$ cat config.mk
export PLATFORM = sky130hd
export DESIGN_NAME = pipe_controller
export DESIGN_NICKNAME = d
export VERILOG_FILES = /design/src/source/ctrl_pkg.sv /design/src/source/branch_resolver.sv /design/src/source/instr_decoder.sv /design/src/source/pipe_controller.sv /design/src/source/stage_register.sv
export VERILOG_INCLUDE_DIRS = /design/src /design/src/source
export SDC_FILE = /design/constraint.sdc
export NUM_CORES = 1
export LEC_CHECK = 0
export BUFFER_PORTS_ARGS = -buffer_cell sky130_fd_sc_hd__buf_2
export CORE_ASPECT_RATIO = 0.9
export CORE_MARGIN = 1.5
export CORE_UTILIZATION = 53
export CTS_CLUSTER_DIAMETER = 60
export CTS_CLUSTER_SIZE = 14
export DETAILED_ROUTE_END_ITERATION = 8
export PLACE_DENSITY_LB_ADDON = 0.15
export SLEW_MARGIN = 20
export SYNTH_ARGS = -nofsm -noshare
export SYNTH_HDL_FRONTEND = slang
export SYNTH_SLANG_ARGS = --single-unit
export TNS_END_PERCENT = 30
$ cat constraint.sdc
create_clock -name clk -period 4.45 [get_ports clk]
set_input_delay 0.2225 -clock clk [delete_from_list [all_inputs] [get_ports clk]]
set_output_delay 0.2225 -clock clk [all_outputs]
set_load 0.01 [all_outputs]
$ cat src/source/ctrl_config.svh
`ifndef CTRL_CONFIG_SVH
`define CTRL_CONFIG_SVH

// Decode-stage instruction field widths
`define CTRL_OP_W      6
`define CTRL_FUNCT_W   6
`define CTRL_REGIMM_W  5

// Stage registers behind decode for execute, memory and writeback
`define CTRL_STAGES    3

`endif

$ cat src/source/ctrl_pkg.sv
`default_nettype none

`include "ctrl_config.svh"

package ctrl_pkg;

    typedef logic [`CTRL_OP_W-1:0]     opcode_t;
    typedef logic [`CTRL_FUNCT_W-1:0]  funct_t;
    typedef logic [`CTRL_REGIMM_W-1:0] regimm_t;
    typedef logic [`CTRL_STAGES-1:0]   stage_mask_t;   // Bit 0 execute, 2 writeback

    typedef enum logic [2:0] {
        ALU_ADD, ALU_SUB, ALU_SLT, ALU_SLTU, ALU_AND, ALU_NOR, ALU_OR, ALU_XOR
    } alu_func_e;

    typedef enum logic [1:0] {
        SFT_LUI, SFT_SLL, SFT_SRA, SFT_SRL
    } sft_func_e;

    // Writeback result source
    typedef enum logic [2:0] {
        OUT_ALU   = 3'd0,
        OUT_SHIFT = 3'd1,
        OUT_HI    = 3'd2,
        OUT_LO    = 3'd3
    } out_sel_e;

    typedef enum logic [1:0] {
        REGDST_RT = 2'd0,
        REGDST_RD = 2'd1,
        REGDST_RA = 2'd2                              // r31 for link
    } regdst_e;

    typedef enum logic [2:0] {
        BR_EQ, BR_NE, BR_GEZ, BR_GTZ, BR_LEZ, BR_LTZ, BR_GEZAL, BR_LTZAL
    } branch_cond_e;

    typedef enum logic [1:0] {
        JMP_J    = 2'd0,
        JMP_JR   = 2'd1,
        JMP_JAL  = 2'd2,
        JMP_JALR = 2'd3
    } jump_kind_e;

    typedef enum logic [1:0] {
        SIZE_BYTE, SIZE_HALF, SIZE_WORD
    } mem_size_e;

    typedef enum logic [1:0] {
        HILO_MUL  = 2'd0,
        HILO_DIV  = 2'd1,
        HILO_MOVE = 2'd2                              // Written from rs
    } hilo_sel_e;

    typedef struct packed {
        opcode_t op;
        funct_t  funct;
        regimm_t regimm;
    } instr_fields_t;

    typedef struct packed {
        logic equal;                                  // rs == rt
        logic g0;                                     // rs > 0
        logic e0;                                     // rs == 0
    } compare_flags_t;

    typedef struct packed {
        logic         alu_srcb_sel_rt;
        logic         sft_srcb_sel_rs;
        logic         sft_srca_sel_imm;
        out_sel_e     out_sel;
        logic         regwrite;
        regdst_e      regdst;
        logic         reserved_instr;
        logic         link;
        logic         isbranch;
        logic         isjump;
        branch_cond_e branch;
        jump_kind_e   jump;
        logic         memreq;
        logic         memwr;
        mem_size_e    size;
        logic         rdata_sign;
        logic         memtoreg;
        alu_func_e    alu_func;
        sft_func_e    sft_func;
        logic         intovf_en;
        logic         imm_sign;
        logic         mul_en;
        logic         mul_sign;
        logic         div_en;
        logic         div_sign;
        hilo_sel_e    hi_sel;
        hilo_sel_e    lo_sel;
        logic         hi_wen;
        logic         lo_wen;
        logic         pcsrc;                          // Branch taken
    } ctrl_word_t;

endpackage

`default_nettype wire

$ cat src/source/branch_resolver.sv
`timescale 1ns/100ps
`default_nettype none

module branch_resolver
    import ctrl_pkg::*;
(
    input  ctrl_word_t     ctrl_in,
    input  compare_flags_t compare,
    output ctrl_word_t     ctrl_out
);

    logic taken;

    always_comb
    begin
        taken = 1'b0;
        case (ctrl_in.branch)
            BR_EQ:              taken = compare.equal;
            BR_NE:              taken = ~compare.equal;
            BR_GEZ, BR_GEZAL:   taken = compare.g0 | compare.e0;
            BR_GTZ:             taken = compare.g0;
            BR_LEZ:             taken = ~compare.g0;
            BR_LTZ, BR_LTZAL:   taken = ~(compare.g0 | compare.e0);   // Negative rs
        endcase
    end

    // Only pcsrc changes on the way through
    always_comb
    begin
        ctrl_out = ctrl_in;
        ctrl_out.pcsrc = ctrl_in.isbranch & taken;
    end

endmodule

`default_nettype wire

$ cat src/source/instr_decoder.sv
`timescale 1ns/100ps
`default_nettype none

module instr_decoder
    import ctrl_pkg::*;
(
    input  instr_fields_t fields,
    output ctrl_word_t    ctrl
);

    function automatic ctrl_word_t alu_op(alu_func_e func, logic rtype, logic ovf, logic sext);
        ctrl_word_t c;
        c = '0;
        c.alu_srcb_sel_rt = rtype;
        c.regwrite = 1'b1;
        c.regdst = rtype ? REGDST_RD : REGDST_RT;
        c.alu_func = func;
        c.intovf_en = ovf;
        c.imm_sign = sext;
        return c;
    endfunction

    function automatic ctrl_word_t shift_op(sft_func_e func, logic var_amt);
        ctrl_word_t c;
        c = '0;
        c.sft_srcb_sel_rs = var_amt;                  // Amount from rs
        c.out_sel = OUT_SHIFT;
        c.regwrite = 1'b1;
        c.regdst = REGDST_RD;
        c.sft_func = func;
        return c;
    endfunction

    function automatic ctrl_word_t mem_op(mem_size_e size, logic wr, logic sext);
        ctrl_word_t c;
        c = '0;
        c.memreq = 1'b1;
        c.memwr = wr;
        c.memtoreg = ~wr;
        c.regwrite = ~wr;
        c.size = size;
        c.rdata_sign = sext;
        c.imm_sign = 1'b1;                            // Signed address offset
        return c;
    endfunction

    function automatic ctrl_word_t muldiv_op(logic div, logic sign);
        ctrl_word_t c;
        c = '0;
        c.alu_srcb_sel_rt = 1'b1;
        c.mul_en = ~div;
        c.mul_sign = sign & ~div;
        c.div_en = div;
        c.div_sign = sign & div;
        c.hi_sel = div ? HILO_DIV : HILO_MUL;
        c.lo_sel = div ? HILO_DIV : HILO_MUL;
        c.hi_wen = 1'b1;
        c.lo_wen = 1'b1;
        return c;
    endfunction

    function automatic ctrl_word_t branch_op(branch_cond_e cond, logic link);
        ctrl_word_t c;
        c = '0;
        c.isbranch = 1'b1;
        c.branch = cond;
        c.link = link;
        c.regwrite = link;
        c.regdst = link ? REGDST_RA : REGDST_RT;
        return c;
    endfunction

    function automatic ctrl_word_t jump_op(jump_kind_e kind, logic link, regdst_e dst);
        ctrl_word_t c;
        c = '0;
        c.isjump = 1'b1;
        c.jump = kind;
        c.link = link;
        c.regwrite = link;
        c.regdst = dst;
        return c;
    endfunction

    always_comb
    begin
        ctrl = '0;
        case (fields.op)
            6'b000000:                                // SPECIAL
            begin
                case (fields.funct)
                    6'b100000: ctrl = alu_op(ALU_ADD, 1'b1, 1'b1, 1'b0);   // ADD
                    6'b100001: ctrl = alu_op(ALU_ADD, 1'b1, 1'b0, 1'b0);   // ADDU
                    6'b100010: ctrl = alu_op(ALU_SUB, 1'b1, 1'b1, 1'b0);   // SUB
                    6'b100011: ctrl = alu_op(ALU_SUB, 1'b1, 1'b0, 1'b0);   // SUBU
                    6'b101010: ctrl = alu_op(ALU_SLT, 1'b1, 1'b0, 1'b0);   // SLT
                    6'b101011: ctrl = alu_op(ALU_SLTU, 1'b1, 1'b0, 1'b0);  // SLTU
                    6'b100100: ctrl = alu_op(ALU_AND, 1'b1, 1'b0, 1'b0);   // AND
                    6'b100101: ctrl = alu_op(ALU_OR, 1'b1, 1'b0, 1'b0);    // OR
                    6'b100110: ctrl = alu_op(ALU_XOR, 1'b1, 1'b0, 1'b0);   // XOR
                    6'b100111: ctrl = alu_op(ALU_NOR, 1'b1, 1'b0, 1'b0);   // NOR
                    6'b000000: ctrl = shift_op(SFT_SLL, 1'b0);             // SLL
                    6'b000010: ctrl = shift_op(SFT_SRL, 1'b0);             // SRL
                    6'b000011: ctrl = shift_op(SFT_SRA, 1'b0);             // SRA
                    6'b000100: ctrl = shift_op(SFT_SLL, 1'b1);             // SLLV
                    6'b000110: ctrl = shift_op(SFT_SRL, 1'b1);             // SRLV
                    6'b000111: ctrl = shift_op(SFT_SRA, 1'b1);             // SRAV
                    6'b011000: ctrl = muldiv_op(1'b0, 1'b1);               // MULT
                    6'b011001: ctrl = muldiv_op(1'b0, 1'b0);               // MULTU
                    6'b011010: ctrl = muldiv_op(1'b1, 1'b1);               // DIV
                    6'b011011: ctrl = muldiv_op(1'b1, 1'b0);               // DIVU
                    6'b001000: ctrl = jump_op(JMP_JR, 1'b0, REGDST_RT);    // JR
                    6'b001001: ctrl = jump_op(JMP_JALR, 1'b1, REGDST_RD);  // JALR
                    6'b010000:                        // MFHI
                    begin
                        ctrl.out_sel = OUT_HI;
                        ctrl.regwrite = 1'b1;
                        ctrl.regdst = REGDST_RD;
                    end
                    6'b010010:                        // MFLO
                    begin
                        ctrl.out_sel = OUT_LO;
                        ctrl.regwrite = 1'b1;
                        ctrl.regdst = REGDST_RD;
                    end
                    6'b010001:                        // MTHI
                    begin
                        ctrl.hi_sel = HILO_MOVE;
                        ctrl.hi_wen = 1'b1;
                    end
                    6'b010011:                        // MTLO
                    begin
                        ctrl.lo_sel = HILO_MOVE;
                        ctrl.lo_wen = 1'b1;
                    end
                    default: ctrl.reserved_instr = 1'b1;
                endcase
            end
            6'b000001:                                // REGIMM
            begin
                case (fields.regimm)
                    5'b00000: ctrl = branch_op(BR_LTZ, 1'b0);
                    5'b00001: ctrl = branch_op(BR_GEZ, 1'b0);
                    5'b10000: ctrl = branch_op(BR_LTZAL, 1'b1);
                    5'b10001: ctrl = branch_op(BR_GEZAL, 1'b1);
                    default:
                    begin
                        ctrl.reserved_instr = 1'b1;
                        ctrl.regwrite = 1'b1;         // Writes r31 as a link would
                        ctrl.regdst = REGDST_RA;
                    end
                endcase
            end
            6'b000100: ctrl = branch_op(BR_EQ, 1'b0);               // BEQ
            6'b000101: ctrl = branch_op(BR_NE, 1'b0);               // BNE
            6'b000110: ctrl = branch_op(BR_LEZ, 1'b0);              // BLEZ
            6'b000111: ctrl = branch_op(BR_GTZ, 1'b0);              // BGTZ
            6'b000010: ctrl = jump_op(JMP_J, 1'b0, REGDST_RT);      // J
            6'b000011: ctrl = jump_op(JMP_JAL, 1'b1, REGDST_RA);    // JAL
            6'b001000: ctrl = alu_op(ALU_ADD, 1'b0, 1'b1, 1'b1);    // ADDI
            6'b001001: ctrl = alu_op(ALU_ADD, 1'b0, 1'b0, 1'b1);    // ADDIU
            6'b001010: ctrl = alu_op(ALU_SLT, 1'b0, 1'b0, 1'b1);    // SLTI
            6'b001011: ctrl = alu_op(ALU_SLTU, 1'b0, 1'b0, 1'b1);   // SLTIU
            6'b001100: ctrl = alu_op(ALU_AND, 1'b0, 1'b0, 1'b0);    // ANDI
            6'b001101: ctrl = alu_op(ALU_OR, 1'b0, 1'b0, 1'b0);     // ORI
            6'b001110: ctrl = alu_op(ALU_XOR, 1'b0, 1'b0, 1'b0);    // XORI
            6'b001111:                                // LUI
            begin
                ctrl = shift_op(SFT_LUI, 1'b0);
                ctrl.regdst = REGDST_RT;
                ctrl.sft_srca_sel_imm = 1'b1;
            end
            6'b100000: ctrl = mem_op(SIZE_BYTE, 1'b0, 1'b1);        // LB
            6'b100001: ctrl = mem_op(SIZE_HALF, 1'b0, 1'b1);        // LH
            6'b100011: ctrl = mem_op(SIZE_WORD, 1'b0, 1'b1);        // LW
            6'b100100: ctrl = mem_op(SIZE_BYTE, 1'b0, 1'b0);        // LBU
            6'b100101: ctrl = mem_op(SIZE_HALF, 1'b0, 1'b0);        // LHU
            6'b101000: ctrl = mem_op(SIZE_BYTE, 1'b1, 1'b0);        // SB
            6'b101001: ctrl = mem_op(SIZE_HALF, 1'b1, 1'b0);        // SH
            6'b101011: ctrl = mem_op(SIZE_WORD, 1'b1, 1'b0);        // SW
            default: ctrl.reserved_instr = 1'b1;
        endcase
    end

endmodule

`default_nettype wire

$ cat src/source/pipe_controller.sv
`timescale 1ns/100ps
`default_nettype none

`include "ctrl_config.svh"

module pipe_controller
    import ctrl_pkg::*;
(
    input  logic           clk,
    input  logic           reset,
    input  instr_fields_t  dinstr,
    input  compare_flags_t dcompare,
    input  stage_mask_t    flush,
    input  stage_mask_t    stall,
    output ctrl_word_t     dstage,
    output ctrl_word_t     estage,
    output ctrl_word_t     mstage,
    output ctrl_word_t     wstage
);

    ctrl_word_t decoded;                              // pcsrc still clear
    ctrl_word_t pipe [0:`CTRL_STAGES];                // Index 0 is decode

    instr_decoder i_instr_decoder (
        .fields (dinstr),
        .ctrl   (decoded)
    );

    branch_resolver i_branch_resolver (
        .ctrl_in  (decoded),
        .compare  (dcompare),
        .ctrl_out (pipe[0])
    );

    generate
        for (genvar i = 0; i < `CTRL_STAGES; i++)
        begin : g_stage
            stage_register i_stage_register (
                .clk   (clk),
                .reset (reset),
                .flush (flush[i]),
                .stall (stall[i]),
                .d     (pipe[i]),
                .q     (pipe[i+1])
            );
        end
    endgenerate

    assign dstage = pipe[0];
    assign estage = pipe[1];
    assign mstage = pipe[2];
    assign wstage = pipe[3];

endmodule

`default_nettype wire

$ cat src/source/stage_register.sv
`timescale 1ns/100ps
`default_nettype none

module stage_register
    import ctrl_pkg::*;
(
    input  logic       clk,
    input  logic       reset,
    input  logic       flush,
    input  logic       stall,
    input  ctrl_word_t d,
    output ctrl_word_t q
);

    always_ff @(posedge clk)
    begin
        if (reset || flush)
            q <= '0;                                  // Bubble with all controls inactive
        else if (!stall)
            q <= d;
    end

endmodule

`default_nettype wire

Word level (Yosys, flattened, before mapping):

Cells that the tools add are included.

* register bits: 126
* input port bits: 28
* logic and storage cells: 191

* equal/unequal tests: 58
* multiplexer cells: 14
* bitwise gates (word level): 5
* reduce and logical (&&, ||, !) cells: 24

Operators by type and width (number)
* 32-bit one-hot mux with 23 select lines: 1
* 25-bit one-hot mux with 18 select lines: 1
* 32-bit one-hot mux with 4 select lines: 1
* 6-bit equality test, second input constant: 18
* 6-bit by 4-bit equality test with 1-bit output, second input constant: 10
* 6-bit by 5-bit equality test with 1-bit output, second input constant: 8
* 9-bit one-hot mux with 5 select lines: 1
* 6-bit by 3-bit equality test with 1-bit output, second input constant: 7
* 26-bit OR reduction: 1
* 6-bit by 2-bit equality test with 1-bit output, second input constant: 4
* 22-bit OR reduction: 1
* 5-bit one-hot mux with 4 select lines: 1
* 2-bit OR reduction: 8
* 14-bit OR reduction: 1
* 3-bit equality test, second input constant: 4
* 6-bit logical NOT: 2
* 12-bit OR reduction: 1
* 11-bit OR reduction: 1
* 5-bit equality test, second input constant: 2
* 5-bit OR reduction: 2
* 2-bit one-hot mux with 2 select lines: 2
* 4-bit one-hot mux with 2 select lines: 1
* 3-bit by 2-bit equality test with 1-bit output, second input constant: 2
* 6-bit by 1-bit equality test with 1-bit output, second input constant: 1
* 14 further kinds: 20

Longest topological paths before layout:

Gate-level depths: netlist of the first run.

* depth in word-level cells: 8
* depth in mapped cells: 7
* mapped depth without buffers: 6

Cells and area by module:

From an unflattened synthesis of the first run, not the netlist that was laid out.

* cells, all modules: 597
* area total of the unflattened synthesis: 5790.6 um^2

Modules (own cells, without submodules)
* stage_register: instances 3, cells each 137, area an instance 1534.0 um^2, sequential area each 840.8 um^2
* instr_decoder: instances 1, cells each 136, area an instance 822.0 um^2, sequential area each 0.0 um^2
* branch_resolver: instances 1, cells each 50, area an instance 366.6 um^2, sequential area each 0.0 um^2

Least setup slack after synthesis of the first run:

Ideal clock, no wire load.

* path type: input to output
* start point: input port dinstr[16] (netlist bit)
* end point: output port dstage[0] (netlist bit)
* arrival time: 1.827 ns
* required time: 4.228 ns
* path slack: 2.400 ns
* cell stages on the path: 7
* path through: buf_6 > nor4_4 > nand2_2 > o31ai_1 > or4_1 > nand3_1 > nor2_1

RTL lines
* start, declared: line pipe_controller.sv:11 `input instr_fields_t dinstr,`
* end, declared: line pipe_controller.sv:15 `output ctrl_word_t dstage,`

==> out/qor.csv, run 1 <==
stage,metric,value,unit
status,status,"complete, no violations",
global_routing,vias in the first global route,4225,
timing,period utilization,0.545,
timing,Setup TNS,0,ns
critical_path,Critical Path Max Stage Delay,0.61,ns
timing,post-layout minimum cycle time,2.42,ns
place,Placed Cells,839,
route,residual DRC count,0,
critical_path,"Data required, critical path",4.23,ns
floorplan,Die ar.,0.0103,mm^2
route,WL/cell,16.0,um
finish,Largest regs,g_stage.i_stage_register.q x120,
place,DP Area,0.00605,mm^2
floorplan,IO Pins,196,
floorplan,Core Area,0.00925,mm^2
timing,Clock Skew,0.00428,ns
place,Port Buffer Count,191,
cts,Max clock buf depth,2,
cts,Num CTS Buffers,17,
timing,Slew Limit Fails,0,
finish,share of cells above drive strength 1,0.314,
critical_path,reg2reg setup slack,3.68,ns
critical_path,CP Launch Point,dinstr[14],
power_and_ir_drop,PD cells,388,mW/mm^2
timing,actual slew at the worst max-slew pin,0.869,ns
finish,"Design Area, Final",0.00663,mm^2
critical_path,"most used cell, CP",buf_2,
floorplan,DIE HEIGHT,96.3,um
place,GP Congestion,0.956,
timing,final-report hold violation count,0,
cts,setup bufs post-CTS,0,
logic_synthesis,Netlist cell types,45,
cts,Clock Sinks,120,
logic_synthesis,cell area after synthesis,0.00513,mm^2
global_routing,grt ovf,0,
critical_path,r2r startpoint,g_stage[0].i_stage_register.q[32],
logic_synthesis,Synth Flop Type,dfxtp_1,
critical_path,Top delay family on crit path,simple AND/OR/NAND/NOR gates,
worst_hold_path,hold_sp,flush[0],
logic_synthesis,number of synthesized flops with an enable pin,0,
global_routing,largest net degree at the start of global routing,57,
route,routed wire length,13.9,mm
logic_synthesis,sequential share of the synthesized area,0.468,
critical_path,crit start category,primary input,
critical_path,Crit Path Max Fanout,14,
logic_synthesis,ys async rst share,0,
route,DR iter-0 viols,187,
timing,setup violators final,0,
worst_hold_path,WHS Endpoint,g_stage[0].i_stage_register.q[36],
critical_path,CP cell instances,buf_2 > or4_1 > nor3_1 > nand3_1 > o21ai_0 > buf_2,
finish,Fill cells,741,
global_routing,initial antenna violation count,0,
cts,Post-CTS Hold Fix Bufs,0,
finish,"Area growth, synth to finish",29.2,%
critical_path,R2R cell count,3,
logic_synthesis,Synth Instances,570,
critical_path,worst r2r dst,g_stage[0].i_stage_register.q[32],
timing,Slew headroom,0.421,
worst_hold_path,hold crit path type,primary input to flop,
critical_path,buffers plus inverters on the worst setup path,2,
route,Final ANT Viol Nets,0,
place,HPWL after DPL,9.51,mm
timing,Hold Slack,0.0355,ns
finish,Finished Core Util,0.717,
floorplan,row count,33,
critical_path,arrival time worst endpoint,2.20,ns
power_and_ir_drop,Design Power,2.57,mW
cts,"Clk Latency, worst-skew pair",0.51,ns
job,maxcap violations,0,
logic_synthesis,register bit total from synthesis,120,
finish,max reg flops,120,
cts,clock root buffer,clkbuf_8,
route,via count,4607,
power_and_ir_drop,Lkg Pwr,3.35,nW
floorplan,Initial Util,0.555,
finish,fin cells,871,
finish,# diodes,0,
critical_path,worst setup path category,primary input to output pin,
worst_hold_path,cell count of the worst hold path,3,
cts,post-CTS sizing,0,
critical_path,Setup crit end kind,output pin,
route,Via density,5.29,
power_and_ir_drop,Max VDD drop,0.328,mV
timing,RSZ-0062 raised after global routing,no,
global_routing,Global Route Usage Sum,0.271,
timing,final worst slack,2.03,ns
logic_synthesis,YS warnings,0,
route,1st-pass router iterations,5,
timing,fmax,413,MHz
finish,Nets,764,
cts,CTS tree,yes,
cts,"CTS clk-pin slew, worst paths",0.06,ns
global_routing,global-route wire length before repair,21.5,mm
finish,Top reg by flops,g_stage.i_stage_register.q,
cts,htree depth,4,
critical_path,Worst path slowest cell,or4_1,
place,pre-CTS setup slack,2.10,ns
logic_synthesis,syn_area_per_cell,9.00,um^2
floorplan,Die X,107,um
## power breakdown
group	internal, mW	total [mW]	leakage (nW)	switching, mW
logic	0.0560	0.165	2.11	0.109
clock network	0.806	1.33	0.273	0.523
registers	1.08	1.08	0.967	0.00221
## how the worst max path moves through the flow
stage | slack, ns | cells after the start | end
after floorplan | 2.40 | 7 | dstage[0]
after global placement | 2.16 | 6 | dstage[17]
after detailed placement | 2.10 | 8 | dstage[0]
after CTS | 2.09 | 8 | dstage[0]
after global routing | 1.88 | 8 | dstage[0]
final | 2.03 | 6 | dstage[15]
## cells in the final DEF (no fill, tap or decap), drive strengths merged, types with 4 or more instances in the layout
cell type / n
buf: 194
nand2: 22
or2: 4
clkinvlp: 4
nor2b: 9
o21a: 4
mux2i: 105
nand2b: 10
inv: 17
clkbuf: 17
nor3: 15
a21oi: 24
nand4: 5
dfxtp: 120
nor2: 138
o21ai: 10
conb: 4
nand3: 5
## kinds of logic (layout without fill, tap and decap cells)
logic type	after synthesis	count (layout)	share of synthesized area
AO/OA/AOI/OAI	58	58	0.0758
other	1	4	0.000731
AND/OR/NAND/NOR	223	223	0.195
flip-flops	120	120	0.468
multiplexers	105	105	0.205
XOR/XNOR	2	2	0.00341
buffers and inverters	61	237	0.0519
## routing by layer
layer / GRT usage / share of wire
met4: 0.0889 / 0.018
met2: 0.470 / 0.47
met5: 0 / 0
met3: 0.0860 / 0.077
met1: 0.320 / 0.43
## synth_stat cells (3+ instances only)
cell type,instances,share of area
nor2b_1,9,0.011
or4_1,3,0.0044
dfxtp_1,120,0.47
nand3_1,5,0.0049
clkbuf_1,31,0.023
or2_2,4,0.0049
nand3b_1,3,0.0044
o21a_1,4,0.0059
nand2b_1,10,0.012
nor3_1,15,0.015
nand4_1,5,0.0061
buf_1,10,0.0073
inv_1,11,0.0080
nand2_1,21,0.015
o21ai_0,10,0.0098
a21oi_1,24,0.023
mux2i_1,105,0.20
nor2_1,138,0.10
buf_4,8,0.012
## worst min-delay path, cell delays in order
cell,delay (ns)
buf_2,0.09
nor2_1,0.06
o211a_1,0.12
## layout make-up
type / instances / area [um^2] / area share
inverter: 11 / 41.3 / 0.00623
clock buffer: 17 / 414 / 0.0625
clock inverter: 15 / 165 / 0.0249
sequential: 120 / 2400 / 0.362
tap: 122 / 153 / 0.0230
multi-input combinational: 392 / 2470 / 0.373
timing repair buffer: 194 / 978 / 0.148
No activity file was read; power rests on OpenSTA's default activity.
==> run 2: changes to the inputs <==
--- a/config.mk
+++ b/config.mk
@@ -9,7 +9,7 @@
 export BUFFER_PORTS_ARGS = -buffer_cell sky130_fd_sc_hd__buf_2
 export CORE_ASPECT_RATIO = 0.9
 export CORE_MARGIN = 1.5
-export CORE_UTILIZATION = 53
+export CORE_UTILIZATION = 44
 export CTS_CLUSTER_DIAMETER = 60
 export CTS_CLUSTER_SIZE = 14
 export DETAILED_ROUTE_END_ITERATION = 8
==> constraint.sdc (replaced) <==
create_clock -name clk -period 2.2 [get_ports clk]
set_input_delay 0.11 -clock clk [delete_from_list [all_inputs] [get_ports clk]]
set_output_delay 0.11 -clock clk [all_outputs]
set_load 0.01 [all_outputs]
==> run 2 against run 1 <==
Cell area is 3.9% higher; sequential power is 100% higher; worst hold slack better by 0.014 ns; setup slack lost 1.8 ns; highest routed layer unchanged; clock-buffer cell count up 2; via count is 0.26% lower; critical path type unchanged; combinational power is 110% higher; first-iteration DRC count grew 42%; non-clock buffer count increased by 13; critical endpoint is now dstage[32]; largest power group unchanged; critical path depth is 1 higher; clock skew grew 0.0041 ns.
==> out/qor.csv, run 2 (synthesis gave the netlist of run 1 again) <==
stage,metric,value,unit
status,status,"complete, no violations",
critical_path,worst r2r dst,g_stage[0].i_stage_register.q[0],
critical_path,reg2reg setup slack,1.46,ns
timing,final worst slack,0.188,ns
timing,Clock Skew,0.00840,ns
timing,actual slew at the worst max-slew pin,0.828,ns
finish,Nets,777,
timing,post-layout minimum cycle time,2.01,ns
worst_hold_path,WHS Endpoint,g_stage[0].i_stage_register.q[36],
route,via count,4595,
finish,# diodes,0,
critical_path,CP cell instances,buf_2 > or4b_1 > a21oi_1 > a2111oi_0 > a2111oi_1 > a211o_1 > buf_2,
global_routing,grt ovf,0,
global_routing,initial antenna violation count,0,
critical_path,Top delay family on crit path,compound AO/OA/AOI/OAI gates,
cts,"Clk Latency, worst-skew pair",0.42,ns
route,1st-pass router iterations,5,
critical_path,"Data required, critical path",2.09,ns
worst_hold_path,hold_sp,reset,
power_and_ir_drop,PD cells,829,mW/mm^2
floorplan,IO Pins,196,
power_and_ir_drop,Max VDD drop,0.517,mV
floorplan,row count,37,
finish,"Area growth, synth to finish",34.1,%
finish,max reg flops,120,
route,DR iter-0 viols,265,
place,DP Area,0.00618,mm^2
timing,Setup TNS,0,ns
floorplan,Die ar.,0.0123,mm^2
critical_path,arrival time worst endpoint,1.90,ns
route,residual DRC count,0,
power_and_ir_drop,Lkg Pwr,3.47,nW
critical_path,crit start category,primary input,
global_routing,largest net degree at the start of global routing,41,
worst_hold_path,cell count of the worst hold path,3,
critical_path,R2R cell count,2,
critical_path,"most used cell, CP",buf_2,
place,GP Congestion,0.855,
timing,Slew headroom,0.448,
cts,Clock Sinks,120,
finish,share of cells above drive strength 1,0.325,
place,pre-CTS setup slack,0.0632,ns
global_routing,Global Route Usage Sum,0.236,
critical_path,r2r startpoint,g_stage[0].i_stage_register.q[0],
critical_path,Setup crit end kind,output pin,
finish,Largest regs,g_stage.i_stage_register.q x120,
global_routing,global-route wire length before repair,22.1,mm
floorplan,Die X,117,um
cts,Max clock buf depth,2,
timing,period utilization,0.915,
cts,setup bufs post-CTS,0,
finish,"commonest non-fill, non-tap cell in the layout",buf_2,
floorplan,DIE HEIGHT,105,um
timing,RSZ-0062 raised after global routing,no,
finish,"Design Area, Final",0.00688,mm^2
critical_path,Worst path slowest cell,or4b_1,
job,maxcap violations,0,
cts,Num CTS Buffers,17,
timing,fmax,497,MHz
cts,clock root buffer,clkbuf_16,
place,Port Buffer Count,191,
critical_path,buffers plus inverters on the worst setup path,2,
finish,Fill cells,1052,
route,Via density,5.01,
route,Final ANT Viol Nets,0,
route,routed wire length,14.1,mm
timing,Slew Limit Fails,0,
timing,setup violators final,0,
critical_path,Critical Path Max Stage Delay,0.53,ns
cts,"CTS clk-pin slew, worst paths",0.05,ns
cts,CTS tree,yes,
floorplan,Core Area,0.0114,mm^2
finish,"commonest cells after routing, fill and taps aside","buf_2 (191), nor2_1 (138), dfxtp_1 (120), mux2i_1 (105), a21oi_1 (24)",
global_routing,vias in the first global route,4198,
finish,Top reg by flops,g_stage.i_stage_register.q,
worst_hold_path,hold crit path type,primary input to flop,
critical_path,worst setup path category,primary input to output pin,
timing,final-report hold violation count,0,
route,WL/cell,15.4,um
floorplan,Initial Util,0.451,
place,HPWL after DPL,10.1,mm
cts,htree depth,4,
critical_path,Crit Path Max Fanout,15,
==> run 2: cell types whose count changed in the layout (fill, tap and decap cells not counted), sizes merged, moves of 2 or more <==
cell      change
clkbuf        +2
bufinv        +4
inv           -6
clkinv        +2
buf          +12
clkinvlp      -2
==> run 2: worst max path at each step <==
stage | from | end | slack, ns | cells after the start
after CTS | dinstr[13] | dstage[17] | 0.08 | 7
after detailed placement | dinstr[13] | dstage[17] | 0.06 | 7
final | dinstr[8] | dstage[32] | 0.19 | 7
after global placement | dinstr[13] | dstage[17] | 0.07 | 7
after floorplan | dinstr[16] | dstage[0] | 0.38 | 7
after global routing | dinstr[8] | dstage[32] | 0.005 | 7
==> run 2: tightest hold or removal path: stages <==
cell and delay (ns):
buf_2 0.12, nor2_1 0.07, o211a_1 0.12
==> run 2: stage by stage <==
stage	util	instances	power, mW	hold WS [ns]
6_report	0.604	918	5.71	0.0494
5_1_grt	0.604	918	5.90	0.0508
4_1_cts	0.603	918	5.76	0.0308
3_5_place_dp	0.543	885	2.57	0.446
3_3_place_gp	0.543	885	2.57	0.435
2_1_floorplan	-	573	2.47	0.294
==> run 2: what timing repair did <==
item / CTS / global route
hold buffers: 1 / 0
setup endpoints to repair: 0 / 6
hold endpoints to repair: 1 / 0
gates resized for setup: 0 / 3
==> run 2: final cells by class <==
type	instances	area, um^2	share of cell area
clock buffer	19	453	0.0658
clock inverter	13	224	0.0325
inverter	11	41.3	0.00600
multi-input combinational	392	2490	0.362
sequential	120	2400	0.349
tap	156	195	0.0284
timing repair buffer	207	1080	0.157
==> run 2: metal layers <==
metal,vias to the layer above,GRT usage,part of all wire
met5,-,0,0
met4,0,0.0714,0.015
met3,16,0.100,0.078
met2,182,0.364,0.46
met1,2119,0.300,0.45
li1,2278,-,-
==> run 2: power by group <==
| part | total, mW | switching [mW] | internal, mW |
|---|---|---|---|
| registers | 2.18 | 0.00429 | 2.18 |
| logic | 0.345 | 0.224 | 0.122 |
| clock network | 3.18 | 1.00 | 2.18 |
